<file path="src/common/cachePkg.sv">
`default_nettype none

package cachePkg;

    // ----------------------------------------
    // Cache geometry
    // ----------------------------------------
    localparam int WordBits   = 32;
    localparam int BlockWords = 4;
    localparam int SetCount   = 4;
    localparam int OffsetBits = 2;
    localparam int SetBits    = 2;
    // 32 address bits minus byte, word offset and set fields
    localparam int TagBits    = 32 - 2 - OffsetBits - SetBits;

    // ----------------------------------------
    // Backing memory
    // ----------------------------------------
    localparam int MemWords   = 256;
    // Cycles from request to busReady
    localparam int WaitStates = 2;

    // Address and data fields
    typedef logic [WordBits-1:0]   word_t;
    typedef logic [31:0]           addr_t;
    typedef logic [TagBits-1:0]    tag_t;
    typedef logic [SetBits-1:0]    set_t;
    typedef logic [OffsetBits-1:0] offset_t;
    typedef logic [3:0]            byteMask_t;

    // Miss handling FSM
    typedef enum logic [1:0] {
        Ready,
        WriteBack,
        Refill,
        Finish
    } cacheState_t;

endpackage

`default_nettype wire
</file>
<file path="src/common/cacheWayIf.sv">
`timescale 1ns/1ps
`default_nettype none

// Control bundle between the cache FSM and the way arrays
interface cacheWayIf;

    // Controller side strobes
    logic wayEnable1;
    logic wayEnable2;
    logic writeEnable;
    logic blockWrite;
    logic dirtyIn;
    logic useCoreData;
    logic updateLru;

    // Status of the addressed set
    logic hit1;
    logic hit2;
    logic valid1;
    logic valid2;
    logic dirty1;
    logic dirty2;
    // Least recently used way, 0 is way 1
    logic lruWay;

    modport controller (
        output wayEnable1, wayEnable2, writeEnable, blockWrite, dirtyIn, useCoreData, updateLru,
        input  hit1, hit2, valid1, valid2, dirty1, dirty2, lruWay
    );

    modport memory (
        input  wayEnable1, wayEnable2, writeEnable, blockWrite, dirtyIn, useCoreData, updateLru,
        output hit1, hit2, valid1, valid2, dirty1, dirty2, lruWay
    );

endinterface

`default_nettype wire

</file>
<file path="src/dataCache/dataCache.sv">
`timescale 1ns/1ps
`default_nettype none

module dataCache (
    input  logic                clk,
    input  logic                reset,
    input  logic                memRead,
    input  logic                memWrite,
    input  cachePkg::addr_t     addr,
    input  cachePkg::word_t     writeData,
    input  cachePkg::byteMask_t byteMask,
    input  cachePkg::word_t     hRData,
    input  logic                busReady,
    output cachePkg::word_t     readData,
    output logic                stall,
    output logic                hRequest,
    output logic                hWrite,
    output cachePkg::addr_t     hAddr,
    output cachePkg::word_t     hWData
);

    cacheWayIf wayBus ();

    cachePkg::offset_t   wordCount;
    logic                useRequestOffset;
    cachePkg::addr_t     effAddr;
    cachePkg::addr_t     victimAddr;
    cachePkg::tag_t      victimTag;
    cachePkg::word_t     writeWord;
    cachePkg::byteMask_t activeMask;
    cachePkg::word_t     way1Word;
    cachePkg::word_t     way2Word;
    cachePkg::tag_t      way1Tag;
    cachePkg::tag_t      way2Tag;

    // ----------------------------------------
    // Address generation
    // ----------------------------------------
    // Beat counter replaces the word offset during bus transfers
    assign effAddr = useRequestOffset ? addr
                   : {addr[31:2 + cachePkg::OffsetBits], wordCount, addr[1:0]};

    // Writeback goes to the victim's own block
    assign victimTag  = wayBus.wayEnable1 ? way1Tag : way2Tag;
    assign victimAddr = {victimTag, effAddr[31 - cachePkg::TagBits:0]};
    assign hAddr      = hWrite ? victimAddr : effAddr;

    // Core data with its mask, or a full bus word
    assign writeWord  = wayBus.useCoreData ? writeData : hRData;
    assign activeMask = wayBus.useCoreData ? byteMask : 4'b1111;

    // Victim word out on writeback
    assign hWData = wayBus.wayEnable1 ? way1Word : way2Word;

    // Hit way to the core
    assign readData = wayBus.hit1 ? way1Word : way2Word;

    dataCacheMemory memory (
        .clk        (clk),
        .reset      (reset),
        .addr       (effAddr),
        .writeWord  (writeWord),
        .activeMask (activeMask),
        .ctrl       (wayBus),
        .way1Word   (way1Word),
        .way2Word   (way2Word),
        .way1Tag    (way1Tag),
        .way2Tag    (way2Tag)
    );

    dataCacheController controller (
        .clk              (clk),
        .reset            (reset),
        .memRead          (memRead),
        .memWrite         (memWrite),
        .busReady         (busReady),
        .ctrl             (wayBus),
        .wordCount        (wordCount),
        .useRequestOffset (useRequestOffset),
        .stall            (stall),
        .hRequest         (hRequest),
        .hWrite           (hWrite)
    );

endmodule

`default_nettype wire

</file>
<file path="src/dataCache/dataCacheController.sv">
`timescale 1ns/1ps
`default_nettype none

module dataCacheController (
    input  logic              clk,
    input  logic              reset,
    input  logic              memRead,
    input  logic              memWrite,
    input  logic              busReady,
    cacheWayIf.controller     ctrl,
    output cachePkg::offset_t wordCount,
    output logic              useRequestOffset,
    output logic              stall,
    output logic              hRequest,
    output logic              hWrite
);

    cachePkg::cacheState_t state;
    cachePkg::cacheState_t nextState;

    logic access;
    logic hit;
    logic lastBeat;
    // Victim way, 0 is way 1
    logic missWay;
    logic missDirty;
    logic victimWay;

    assign access   = memRead || memWrite;
    assign hit      = ctrl.hit1 || ctrl.hit2;
    assign lastBeat = (wordCount == cachePkg::offset_t'(cachePkg::BlockWords - 1));

    // Invalid way first, else the LRU way
    assign missWay   = !ctrl.valid1 ? 1'b0 : (!ctrl.valid2 ? 1'b1 : ctrl.lruWay);
    assign missDirty = missWay ? (ctrl.valid2 && ctrl.dirty2) : (ctrl.valid1 && ctrl.dirty1);

    // ----------------------------------------
    // State, victim and beat counter
    // ----------------------------------------
    always_ff @(posedge clk) begin
        if (reset) begin
            state     <= cachePkg::Ready;
            victimWay <= 1'b0;
            wordCount <= '0;
        end else begin
            state <= nextState;
            if (state == cachePkg::Ready && access && !hit) begin
                victimWay <= missWay;
            end
            // Counter wraps to zero after the last beat
            if (hRequest && busReady) begin
                wordCount <= wordCount + 1'b1;
            end
        end
    end

    // ----------------------------------------
    // Next state and outputs
    // ----------------------------------------
    always_comb begin
        nextState        = state;
        stall            = 1'b0;
        hRequest         = 1'b0;
        hWrite           = 1'b0;
        useRequestOffset = 1'b1;
        ctrl.wayEnable1  = 1'b0;
        ctrl.wayEnable2  = 1'b0;
        ctrl.writeEnable = 1'b0;
        ctrl.blockWrite  = 1'b0;
        ctrl.dirtyIn     = 1'b0;
        ctrl.useCoreData = 1'b1;
        ctrl.updateLru   = 1'b0;
        case (state)
            cachePkg::Ready, cachePkg::Finish: begin
                // Core access on the hit way
                ctrl.wayEnable1  = ctrl.hit1;
                ctrl.wayEnable2  = ctrl.hit2;
                ctrl.writeEnable = memWrite && hit;
                ctrl.dirtyIn     = 1'b1;
                ctrl.updateLru   = access && hit;
                if (state == cachePkg::Finish) begin
                    nextState = cachePkg::Ready;
                end else if (access && !hit) begin
                    stall     = 1'b1;
                    nextState = missDirty ? cachePkg::WriteBack : cachePkg::Refill;
                end
            end
            cachePkg::WriteBack: begin
                stall            = 1'b1;
                hRequest         = 1'b1;
                hWrite           = 1'b1;
                useRequestOffset = 1'b0;
                ctrl.wayEnable1  = !victimWay;
                ctrl.wayEnable2  = victimWay;
                if (busReady && lastBeat) begin
                    nextState = cachePkg::Refill;
                end
            end
            cachePkg::Refill: begin
                stall            = 1'b1;
                hRequest         = 1'b1;
                useRequestOffset = 1'b0;
                ctrl.wayEnable1  = !victimWay;
                ctrl.wayEnable2  = victimWay;
                // Bus word lands at the ready beat, line comes in clean
                ctrl.writeEnable = busReady;
                ctrl.blockWrite  = 1'b1;
                ctrl.useCoreData = 1'b0;
                if (busReady && lastBeat) begin
                    nextState = cachePkg::Finish;
                end
            end
            default: begin
                nextState = cachePkg::Ready;
            end
        endcase
    end

    // Writeback beat is followed by another beat or by the refill
    writeNeedsRequest: assert property (@(posedge clk) disable iff (reset)
        hWrite |-> hRequest ##1 hRequest);

    // Bus beat held until busReady
    beatHeld: assert property (@(posedge clk) disable iff (reset)
        (hRequest && !busReady) |=> (hRequest && $stable(hWrite) && $stable(wordCount)));

    // Stall only drops into the Finish cycle
    busyStalls: assert property (@(posedge clk) disable iff (reset)
        stall |=> (stall || state == cachePkg::Finish));

endmodule

`default_nettype wire

</file>
<file path="src/dataCache/dataCacheMemory.sv">
`timescale 1ns/1ps
`default_nettype none

module dataCacheMemory (
    input  logic                clk,
    input  logic                reset,
    input  cachePkg::addr_t     addr,
    input  cachePkg::word_t     writeWord,
    input  cachePkg::byteMask_t activeMask,
    cacheWayIf.memory           ctrl,
    output cachePkg::word_t     way1Word,
    output cachePkg::word_t     way2Word,
    output cachePkg::tag_t      way1Tag,
    output cachePkg::tag_t      way2Tag
);

    // Address fields, byte offset is the low 2 bits
    cachePkg::tag_t    addrTag;
    cachePkg::set_t    setIdx;
    cachePkg::offset_t wordIdx;

    // Way storage, index 0 is way 1
    cachePkg::word_t wayData [2][cachePkg::SetCount][cachePkg::BlockWords];
    cachePkg::tag_t  wayTags [2][cachePkg::SetCount];
    logic [cachePkg::SetCount-1:0] validBits [2];
    logic [cachePkg::SetCount-1:0] dirtyBits [2];
    logic [cachePkg::SetCount-1:0] lruBits;

    // Per way write strobe
    logic [1:0] wayWrite;

    assign addrTag = addr[31 -: cachePkg::TagBits];
    assign setIdx  = addr[2 + cachePkg::OffsetBits +: cachePkg::SetBits];
    assign wordIdx = addr[2 +: cachePkg::OffsetBits];

    assign wayWrite = {2{ctrl.writeEnable}} & {ctrl.wayEnable2, ctrl.wayEnable1};

    // ----------------------------------------
    // Lookup
    // ----------------------------------------
    assign way1Word = wayData[0][setIdx][wordIdx];
    assign way2Word = wayData[1][setIdx][wordIdx];
    assign way1Tag  = wayTags[0][setIdx];
    assign way2Tag  = wayTags[1][setIdx];

    assign ctrl.valid1 = validBits[0][setIdx];
    assign ctrl.valid2 = validBits[1][setIdx];
    assign ctrl.dirty1 = dirtyBits[0][setIdx];
    assign ctrl.dirty2 = dirtyBits[1][setIdx];
    assign ctrl.lruWay = lruBits[setIdx];

    // Tag compare, gated by valid
    assign ctrl.hit1 = validBits[0][setIdx] && (wayTags[0][setIdx] == addrTag);
    assign ctrl.hit2 = validBits[1][setIdx] && (wayTags[1][setIdx] == addrTag);

    // ----------------------------------------
    // Data and tag arrays
    // ----------------------------------------
    always_ff @(posedge clk) begin
        for (int w = 0; w < 2; w++) begin
            if (wayWrite[w]) begin
                // Byte lane merge
                for (int b = 0; b < 4; b++) begin
                    if (activeMask[b]) begin
                        wayData[w][setIdx][wordIdx][8*b +: 8] <= writeWord[8*b +: 8];
                    end
                end
                // Refill claims the line for the new tag
                if (ctrl.blockWrite) begin
                    wayTags[w][setIdx] <= addrTag;
                end
            end
        end
    end

    // Status bits
    always_ff @(posedge clk) begin
        if (reset) begin
            validBits[0] <= '0;
            validBits[1] <= '0;
            dirtyBits[0] <= '0;
            dirtyBits[1] <= '0;
            lruBits      <= '0;
        end else begin
            for (int w = 0; w < 2; w++) begin
                if (wayWrite[w]) begin
                    dirtyBits[w][setIdx] <= ctrl.dirtyIn;
                    if (ctrl.blockWrite) begin
                        validBits[w][setIdx] <= 1'b1;
                    end
                end
            end
            // Hit in way 1 leaves way 2 as LRU
            if (ctrl.updateLru) begin
                lruBits[setIdx] <= ctrl.hit1;
            end
        end
    end

    // A block lives in one way only
    hitOneHot: assert property (@(posedge clk) disable iff (reset)
        !(ctrl.hit1 && ctrl.hit2));

    writeOneWay: assert property (@(posedge clk) disable iff (reset)
        ctrl.writeEnable |-> !(ctrl.wayEnable1 && ctrl.wayEnable2));

endmodule

`default_nettype wire

</file>
<file path="config.mk">
export PLATFORM = sky130hd
export DESIGN_NAME = dataCache
export DESIGN_NICKNAME = d
export VERILOG_FILES = /design/src/common/cachePkg.sv /design/src/common/cacheWayIf.sv /design/src/dataCache/dataCache.sv /design/src/dataCache/dataCacheController.sv /design/src/dataCache/dataCacheMemory.sv
export SDC_FILE = /design/constraint.sdc
export NUM_CORES = 1
export LEC_CHECK = 0
export ABC_AREA = 1
export BUFFER_PORTS_ARGS = -buffer_cell sky130_fd_sc_hd__clkbuf_2
export CAP_MARGIN = 20
export CORE_ASPECT_RATIO = 1.4
export CORE_MARGIN = 2
export CORE_UTILIZATION = 25
export CTS_CLUSTER_SIZE = 24
export DETAILED_ROUTE_END_ITERATION = 16
export GPL_ROUTABILITY_DRIVEN = 0
export PLACE_DENSITY = 0.48
export SLEW_MARGIN = 15
export SYNTH_ARGS = -nofsm -noshare
export SYNTH_HDL_FRONTEND = slang
export SYNTH_SLANG_ARGS = --single-unit
</file>
<file path="constraint.sdc">
create_clock -name clk -period 3.74 [get_ports clk]
set_clock_uncertainty 0.1 [all_clocks]
set_input_delay 0.561 -clock clk [delete_from_list [all_inputs] [get_ports clk]]
set_output_delay 0.561 -clock clk [all_outputs]
set_load 0.01 [all_outputs]
</file>
==> reports/qor_table.md, run 1 <==
| Item | Reported | Unit |
|:---|:---|:---|
| Pwr dens | 641 | mW/mm^2 |
| Final critical delay including setup and external delays | 3.86 | ns |
| Seq cells post-synth | 1257 | - |
| Crit start category | flop | - |
| Net Count, Synth | 4089 | - |
| Data required time of the worst path | 3.08 | ns |
| Min setup slack post-route | -0.116 | ns |
| Internal Pwr Total | 28.6 | mW |
| Number of distinct standard cells referenced by the synthesized netlist | 39 | - |
| Reg2Reg Launch Point | memory.wayTags[0][0] | - |
| Standard-cell row count | 195 | - |
| Gate count after technology mapping | 3979 | - |
| Clock tree buffer depth | 3 | - |
| Kind of path behind the tightest hold check | in2reg | - |
| Total die area | 0.207 | mm^2 |
| Global-route congestion overflow total | 0 | - |
| First-pass GRT wire length | 234 | mm |
| TritonCTS clock tree | done | - |
| Share of the cycle needed by the critical path after routing | 103 | % |
| Vias in the first global route | 34300 | - |
| Critical Path Fanout Max | 7 | - |
| CTS Root Cell | sky130_fd_sc_hd__clkbuf_16 | - |
| Syn Area/Cell | 12.8 | um^2 |
| Setup slack at placement | -0.313 | ns |
| Area growth, synth to finish | 29.1 | % |
| Detailed-route DRC error count | 0 | - |
| Maximum Capacitance Violations | 0 | - |
| Number of slew-limit violations in the final report | 0 | - |
| Final core utilization | 32.5 | % |
| Critical path start-end classification | reg2out | - |
| Vertical extent of the die | 537 | um |
| Setup-failing EPs final | 40 | - |
| Most common library cell in the layout ignoring fill and taps | sky130_fd_sc_hd__edfxtp_1 | - |
| Leakage dissipation | 24.0 | nW |
| Length of the first detailed-routing pass in iterations | 6 | - |
| Final Power | 42.0 | mW |
| Fraction of power consumed by combinational cells | 28.6 | % |
| Outcome | finished, violations left | - |
| Psw | 13.4 | mW |
| Clock power share | 31.6 | % |
| Floorplan core area | 0.202 | mm^2 |
| CP endpoint | readData[0] | - |
| Starting utilization of the core area | 25.2 | % |
| Endpoint of the worst-slack reg-to-reg timing path | memory.wayTags[0][56] | - |
| Start point of the critical path | controller.state[1] | - |
| Total wire length | 168 | mm |
| Final cell area excluding filler cells | 0.0655 | mm^2 |
| Fill cell instance count of the final layout | 20000 | - |
| Pin count of the biggest net entering global routing | 103 | - |
| Sequential share of power | 39.8 | % |
| # H-tree levels | 4 | - |
| Maximum clock rate | 259 | MHz |
| Remaining number of nets flagged by the antenna check after routing | 0 | - |
| Placed Cells | 7100 | - |
| Average vias per placed instance | 4.68 | - |
| Data arrival time of the critical path | 3.20 | ns |
| Fin Hold WS | 0.0729 | ns |
| DR vias | 34800 | - |
| Leading cell types in the layout, fill and taps excluded | sky130_fd_sc_hd__edfxtp_1 (1248), sky130_fd_sc_hd__nand2_1 (1147), sky130_fd_sc_hd__a22oi_1 (514), sky130_fd_sc_hd__buf_4 (445), sky130_fd_sc_hd__nor2_1 (209) | - |
| Io pins | 204 | - |
| Sequential cell area fraction in the yosys report | 74.2 | % |
| Per-cell routed wire length | 22.5 | um |
| Die span in x | 385 | um |
| Endpoints failing hold | 0 | - |
| Failing checks | negative setup slack | - |
| CTS buffer count | 135 | - |
| Number of antenna violations at the first check in global routing | 5 | - |
| Cell Area, Synth | 0.0508 | mm^2 |
| Unrepaired setup endpoints after global routing | true | - |
| Slew headroom | 37.3 | % |
| Share of total power consumed by net switching | 32.0 | % |
| Capturing element type of the critical path | primary output | - |
| Register-to-Register Path Depth | 19 | - |
| Number of port buffers | 199 | - |
| Sinks on the clock net | 1257 | - |
| Share of layout cells above drive strength 1 | 26.1 | % |
| Worst-Skew Late Latency | 0.77 | ns |
| Clock-pin slew reported for the worst setup and hold paths after clock tree synthesis | 0.08 | ns |
| Worst reg2reg setup slack | 0.36 | ns |
| Iteration-0 DRC Markers | 3270 | - |
| Final cell count without fillers | 7445 | - |
| Largest vdd supply drop | 0.436 | mV |
| Transition time at the pin with the least slew margin | 0.941 | ns |
| Setup TNS | -1.24 | ns |
| Number of warning messages in the yosys log | 0 | - |
| Instance area after placement | 0.0586 | mm^2 |
| Post-detail-place hpwl | 106 | mm |
| GR Util All Layers | 15.4 | % |
| Number of nets at the end of the flow | 4788 | - |
## sequential cells by signal, summed over array words and instances, names as in the netlist
| name | count |
|---|---|
| memory.lruBits | 4 |
| memory.validBits | 8 |
| controller.victimWay | 1 |
| controller.wordCount | 2 |
| memory.dirtyBits | 8 |
| controller.state | 2 |
| memory.wayData | 1024 |
| memory.wayTags | 208 |
## worst min-delay path by stage
| stage | from | endpoint | cells past startpoint |
|---|---|---|---|
| after floorplan | controller.wordCount[0] | controller.wordCount[0] | 2 |
| after global placement | controller.state[0] | controller.state[0] | 2 |
| after detailed placement | controller.state[1] | controller.state[1] | 2 |
| after CTS | addr[24] | memory.wayTags[0][122] | 1 |
| after global routing | addr[24] | memory.wayTags[0][122] | 1 |
| final | addr[24] | memory.wayTags[0][122] | 1 |
## Yosys cell counts (all sizes together)
cell type | count | area (um^2)
o22ai | 14 | 87.6
edfxtp | 1248 | 37500
inv | 115 | 434
nand3b | 1 | 7.51
and3 | 3 | 18.8
ha | 5 | 62.6
o21a | 2 | 15.0
a22o | 2 | 17.5
or3b | 1 | 8.76
a21oi | 47 | 246
a221oi | 2 | 17.5
clkinv | 1 | 3.75
or2 | 6 | 37.5
nor2 | 242 | 935
buf | 65 | 369
a22oi | 514 | 3860
clkbuf | 158 | 593
nand3 | 93 | 516
nor3 | 2 | 10.0
o21bai | 8 | 60.1
o211ai | 12 | 90.1
nand2 | 1269 | 4810
o21ai | 79 | 395
dfxtp | 9 | 180
nand4 | 81 | 513
## timing repair
action / 4_1_cts / 5_1_grt
gates cloned: 12 / 13
resized for setup: 199 / 303
pin swaps: 79 / 124
hold buffers: 9 / 0
setup buffers: 43 / 29
endpoints found under the setup margin: 90 / 91
endpoints found under the hold margin: 20 / 0
## metal layers
metal	vias up	share of wire (%)	GRT usage [%]
li1	16000	-	-
met1	17500	43	20.1
met2	1141	50	26.6
met3	236	5.2	2.25
met4	0	2.3	4.13
met5	-	0	0
## critical path, cell delays in order (launching register included)
cell and delay, ns:
sky130_fd_sc_hd__dfxtp_2 0.33, sky130_fd_sc_hd__inv_2 0.05, sky130_fd_sc_hd__ha_4 0.29, sky130_fd_sc_hd__inv_2 0.04, sky130_fd_sc_hd__or2_4 0.25, sky130_fd_sc_hd__o21ai_4 0.08, sky130_fd_sc_hd__buf_6 0.15, sky130_fd_sc_hd__nor2_4 0.05
sky130_fd_sc_hd__buf_12 0.15, sky130_fd_sc_hd__buf_8 0.15, sky130_fd_sc_hd__nand2_4 0.08, sky130_fd_sc_hd__nand4_1 0.32, sky130_fd_sc_hd__inv_2 0.24, sky130_fd_sc_hd__a21oi_2 0.08, sky130_fd_sc_hd__clkbuf_2 0.14
## power by group through the flow
stage	sequential (mW)	clock [mW]	combinational (mW)
after floorplan	17.0	0	3.87
after global placement	17.0	0	8.85
after detailed placement	17.0	0	8.91
after CTS	16.7	13.6	10.8
after global routing	16.7	14.1	12.7
final	16.7	13.3	12.0
## area by class of cell
class	count	area, um^2	area share [%]
repair buffers	784	6960	10.6
diodes	5	12.5	0.0191
flip-flops and latches	1257	37700	57.5
multi-input cells	2384	12700	19.4
inverters	116	477	0.728
clock inverters	73	777	1.19
clock buffers	167	3600	5.50
well taps	2659	3330	5.08
## kinds of logic (layout without fill, tap and decap cells)
kind of cell               after synthesis  in the layout  share of synthesized area [%]
and+or+nand+nor                       1698           1699                           13.5
adders and majority gates                5              5                          0.123
buffers and inverters                  339           1140                           2.76
AOI/OAI and AO/OA                      680            680                           9.43
DFF                                   1257           1257                           74.2
other                                    0              5                              0
Note: power is estimated with default switching activity, not from simulation.
==> inputs of run 2 (changes only) <==
--- a/config.mk
+++ b/config.mk
@@ -14,7 +14,9 @@
 export CTS_CLUSTER_SIZE = 24
 export DETAILED_ROUTE_END_ITERATION = 16
 export GPL_ROUTABILITY_DRIVEN = 0
+export GPL_TIMING_DRIVEN = 0
 export PLACE_DENSITY = 0.48
+export RECOVER_POWER = 50
 export SLEW_MARGIN = 15
 export SYNTH_ARGS = -nofsm -noshare
 export SYNTH_HDL_FRONTEND = slang
==> run 2 against run 1 <==
Effect of this change: the flow still finishes with violations (negative setup slack); via count is 0.41% higher; maximum frequency is 3.5% lower; critical path depth is 4 higher; setup slack worse by 0.14 ns; sequential cell count stayed put; global-route usage is 2.2 points higher; non-clock buffer count is 235 lower; first-iteration DRC count is 1.1% higher; hold slack worse by 0.017 ns; final area is 1.9% lower; final cell count is 3.1% lower.
==> reports/qor_table.md, run 2 (same netlist as run 1, synthesis figures left out) <==
| Item | Reported | Unit |
|:---|:---|:---|
| Per-cell routed wire length | 25.9 | um |
| Register with the most flip-flops | memory.wayData | - |
| Reg2Reg Launch Point | controller.state[0] | - |
| Worst reg2reg setup slack | -0.15 | ns |
| Unrepaired setup endpoints after global routing | true | - |
| Vertical extent of the die | 537 | um |
| Floorplan core area | 0.202 | mm^2 |
| Maximum Capacitance Violations | 0 | - |
| TritonCTS clock tree | done | - |
| Maximum clock rate | 250 | MHz |
| Post-detail-place hpwl | 128 | mm |
| Remaining number of nets flagged by the antenna check after routing | 0 | - |
| Clock tree buffer depth | 3 | - |
| Leading cell types in the layout, fill and taps excluded | sky130_fd_sc_hd__edfxtp_1 (1248), sky130_fd_sc_hd__nand2_1 (1138), sky130_fd_sc_hd__a22oi_1 (514), sky130_fd_sc_hd__clkbuf_2 (175), sky130_fd_sc_hd__clkbuf_16 (154) | - |
| Standard-cell row count | 195 | - |
| Final critical delay including setup and external delays | 4.00 | ns |
| Critical path start-end classification | in2out | - |
| Outcome | finished, violations left | - |
| DR vias | 35000 | - |
| Detailed-route DRC error count | 0 | - |
| Largest vdd supply drop | 0.497 | mV |
| Biggest registers after layout | memory.wayData x1024, memory.wayTags x208 | - |
| Data arrival time of the critical path | 3.34 | ns |
| Clock-pin slew reported for the worst setup and hold paths after clock tree synthesis | 0.06 | ns |
| Die span in x | 385 | um |
| Setup-failing EPs final | 179 | - |
| Slew headroom | 8.42 | % |
| Critical Path Fanout Max | 10 | - |
| Leakage dissipation | 22.7 | nW |
| Fin Hold WS | 0.0563 | ns |
| Instance area after placement | 0.0557 | mm^2 |
| Kind of path behind the tightest hold check | in2reg | - |
| Max FFs per register | 1024 | - |
| Length of the first detailed-routing pass in iterations | 6 | - |
| Starting utilization of the core area | 25.2 | % |
| Number of port buffers | 199 | - |
| Min-Delay Endpoint | memory.wayTags[0][112] | - |
| Iteration-0 DRC Markers | 3305 | - |
| Pwr dens | 675 | mW/mm^2 |
| Total wire length | 187 | mm |
| CTS Root Cell | sky130_fd_sc_hd__clkbuf_16 | - |
| Endpoint of the worst-slack reg-to-reg timing path | memory.wayData[1][72] | - |
| CTS buffer count | 136 | - |
| Min setup slack post-route | -0.257 | ns |
| First-pass GRT wire length | 259 | mm |
| Worst hold path startpoint | addr[14] | - |
| Failing checks | negative setup slack | - |
| Number of slew-limit violations in the final report | 0 | - |
| Share of the cycle needed by the critical path after routing | 107 | % |
| Crit start category | input port | - |
| Final Power | 43.4 | mW |
| Register-to-Register Path Depth | 14 | - |
| Most common library cell in the layout ignoring fill and taps | sky130_fd_sc_hd__edfxtp_1 | - |
| Share of layout cells above drive strength 1 | 24.2 | % |
| Transition time at the pin with the least slew margin | 1.37 | ns |
| Number of nets at the end of the flow | 4553 | - |
| Setup TNS | -18.56 | ns |
| Sinks on the clock net | 1257 | - |
| Global-route congestion overflow total | 0 | - |
| Fill cell instance count of the final layout | 20200 | - |
| Vias in the first global route | 34600 | - |
| Endpoints failing hold | 0 | - |
| Total die area | 0.207 | mm^2 |
| Number of antenna violations at the first check in global routing | 9 | - |
| Area growth, synth to finish | 26.6 | % |
| Average vias per placed instance | 4.84 | - |
| Capturing element type of the critical path | primary output | - |
| # H-tree levels | 4 | - |
| Worst hold path stage count | 1 | - |
| GR Util All Layers | 17.7 | % |
| Worst-Skew Late Latency | 0.79 | ns |
| Io pins | 204 | - |
| Final cell area excluding filler cells | 0.0643 | mm^2 |
| Data required time of the worst path | 3.08 | ns |
| Pin count of the biggest net entering global routing | 33 | - |
[run 2: layout make-up]
cell class / instances / area (um^2) / area share (%)
Antenna cell: 5 / 12.5 / 0.0195
Buffer: 221 / 1750 / 2.73
Clock buffer: 166 / 3540 / 5.50
Clock inverter: 80 / 872 / 1.36
Inverter: 116 / 469 / 0.730
Multi-Input combinational cell: 2383 / 13700 / 21.3
Sequential cell: 1257 / 37700 / 58.6
Tap cell: 2659 / 3330 / 5.18
Timing Repair Buffer: 328 / 2950 / 4.59
[run 2: what timing repair did]
item                                   4_1_cts  5_1_grt
hold buffers                                 3        0
endpoints found under the hold margin       18        0
cloned                                      14        1
setup endpoints to repair                 2293     1364
setup buffers                               48       40
gates resized for setup                    720      310
pin swaps                                  119      116
[run 2: report_power, final]
part           internal (mW)  switching, mW  total (mW)
registers               16.7         0.0330        16.7
logic                   4.29           8.89        13.2
clock network           7.54           5.90        13.4
total                   28.5           14.8        43.4
[run 2: layer usage]
| layer | wire length [um] | track usage, % | up-vias |
|---|---|---|---|
| li1 | - | - | 15500 |
| met1 | 73700 | 21.5 | 17700 |
| met2 | 91300 | 30.3 | 1394 |
| met3 | 13800 | 3.68 | 356 |
| met4 | 8190 | 7.34 | 4 |
| met5 | 15 | 0 | - |
[run 2: metrics by stage]
step	utilization, %	setup slack (ns)	cells
after floorplan	-	-0.287	3979
after global placement	27.3	-2.96	6837
after detailed placement	27.6	-2.15	6863
after CTS	31.3	-0.271	7173
after global routing	31.8	-0.371	7212
final	31.8	-0.257	7215
[run 2: how the worst max path moves through the flow]
stage	start	end	slack [ns]	cells past startpoint
5_1_grt	memory.wayTags[0][7]	hAddr[30]	-0.37	19
6_report	addr[5]	hAddr[21]	-0.26	18
2_1_floorplan	addr[4]	memory.wayTags[0][104]	-0.29	14
4_1_cts	controller.state[0]	readData[9]	-0.27	15
3_3_place_gp	addr[5]	memory.wayTags[0][119]	-2.96	15
3_5_place_dp	controller.state[0]	memory.wayData[1][298]	-2.15	11
[run 2: critical path: stages]
cell	delay, ns
sky130_fd_sc_hd__buf_4	0.18
sky130_fd_sc_hd__inv_2	0.17
sky130_fd_sc_hd__buf_2	0.31
sky130_fd_sc_hd__nand2_2	0.11
sky130_fd_sc_hd__buf_4	0.15
sky130_fd_sc_hd__nand3_2	0.11
sky130_fd_sc_hd__nand4_1	0.11
sky130_fd_sc_hd__nor2_1	0.15
sky130_fd_sc_hd__nand2_1	0.12
sky130_fd_sc_hd__nor2_4	0.13
sky130_fd_sc_hd__nand3_2	0.10
sky130_fd_sc_hd__nand2_4	0.14
sky130_fd_sc_hd__buf_12	0.17
sky130_fd_sc_hd__buf_8	0.11
sky130_fd_sc_hd__buf_12	0.17
sky130_fd_sc_hd__o211ai_1	0.11
sky130_fd_sc_hd__o21ai_1	0.19
sky130_fd_sc_hd__buf_2	0.19
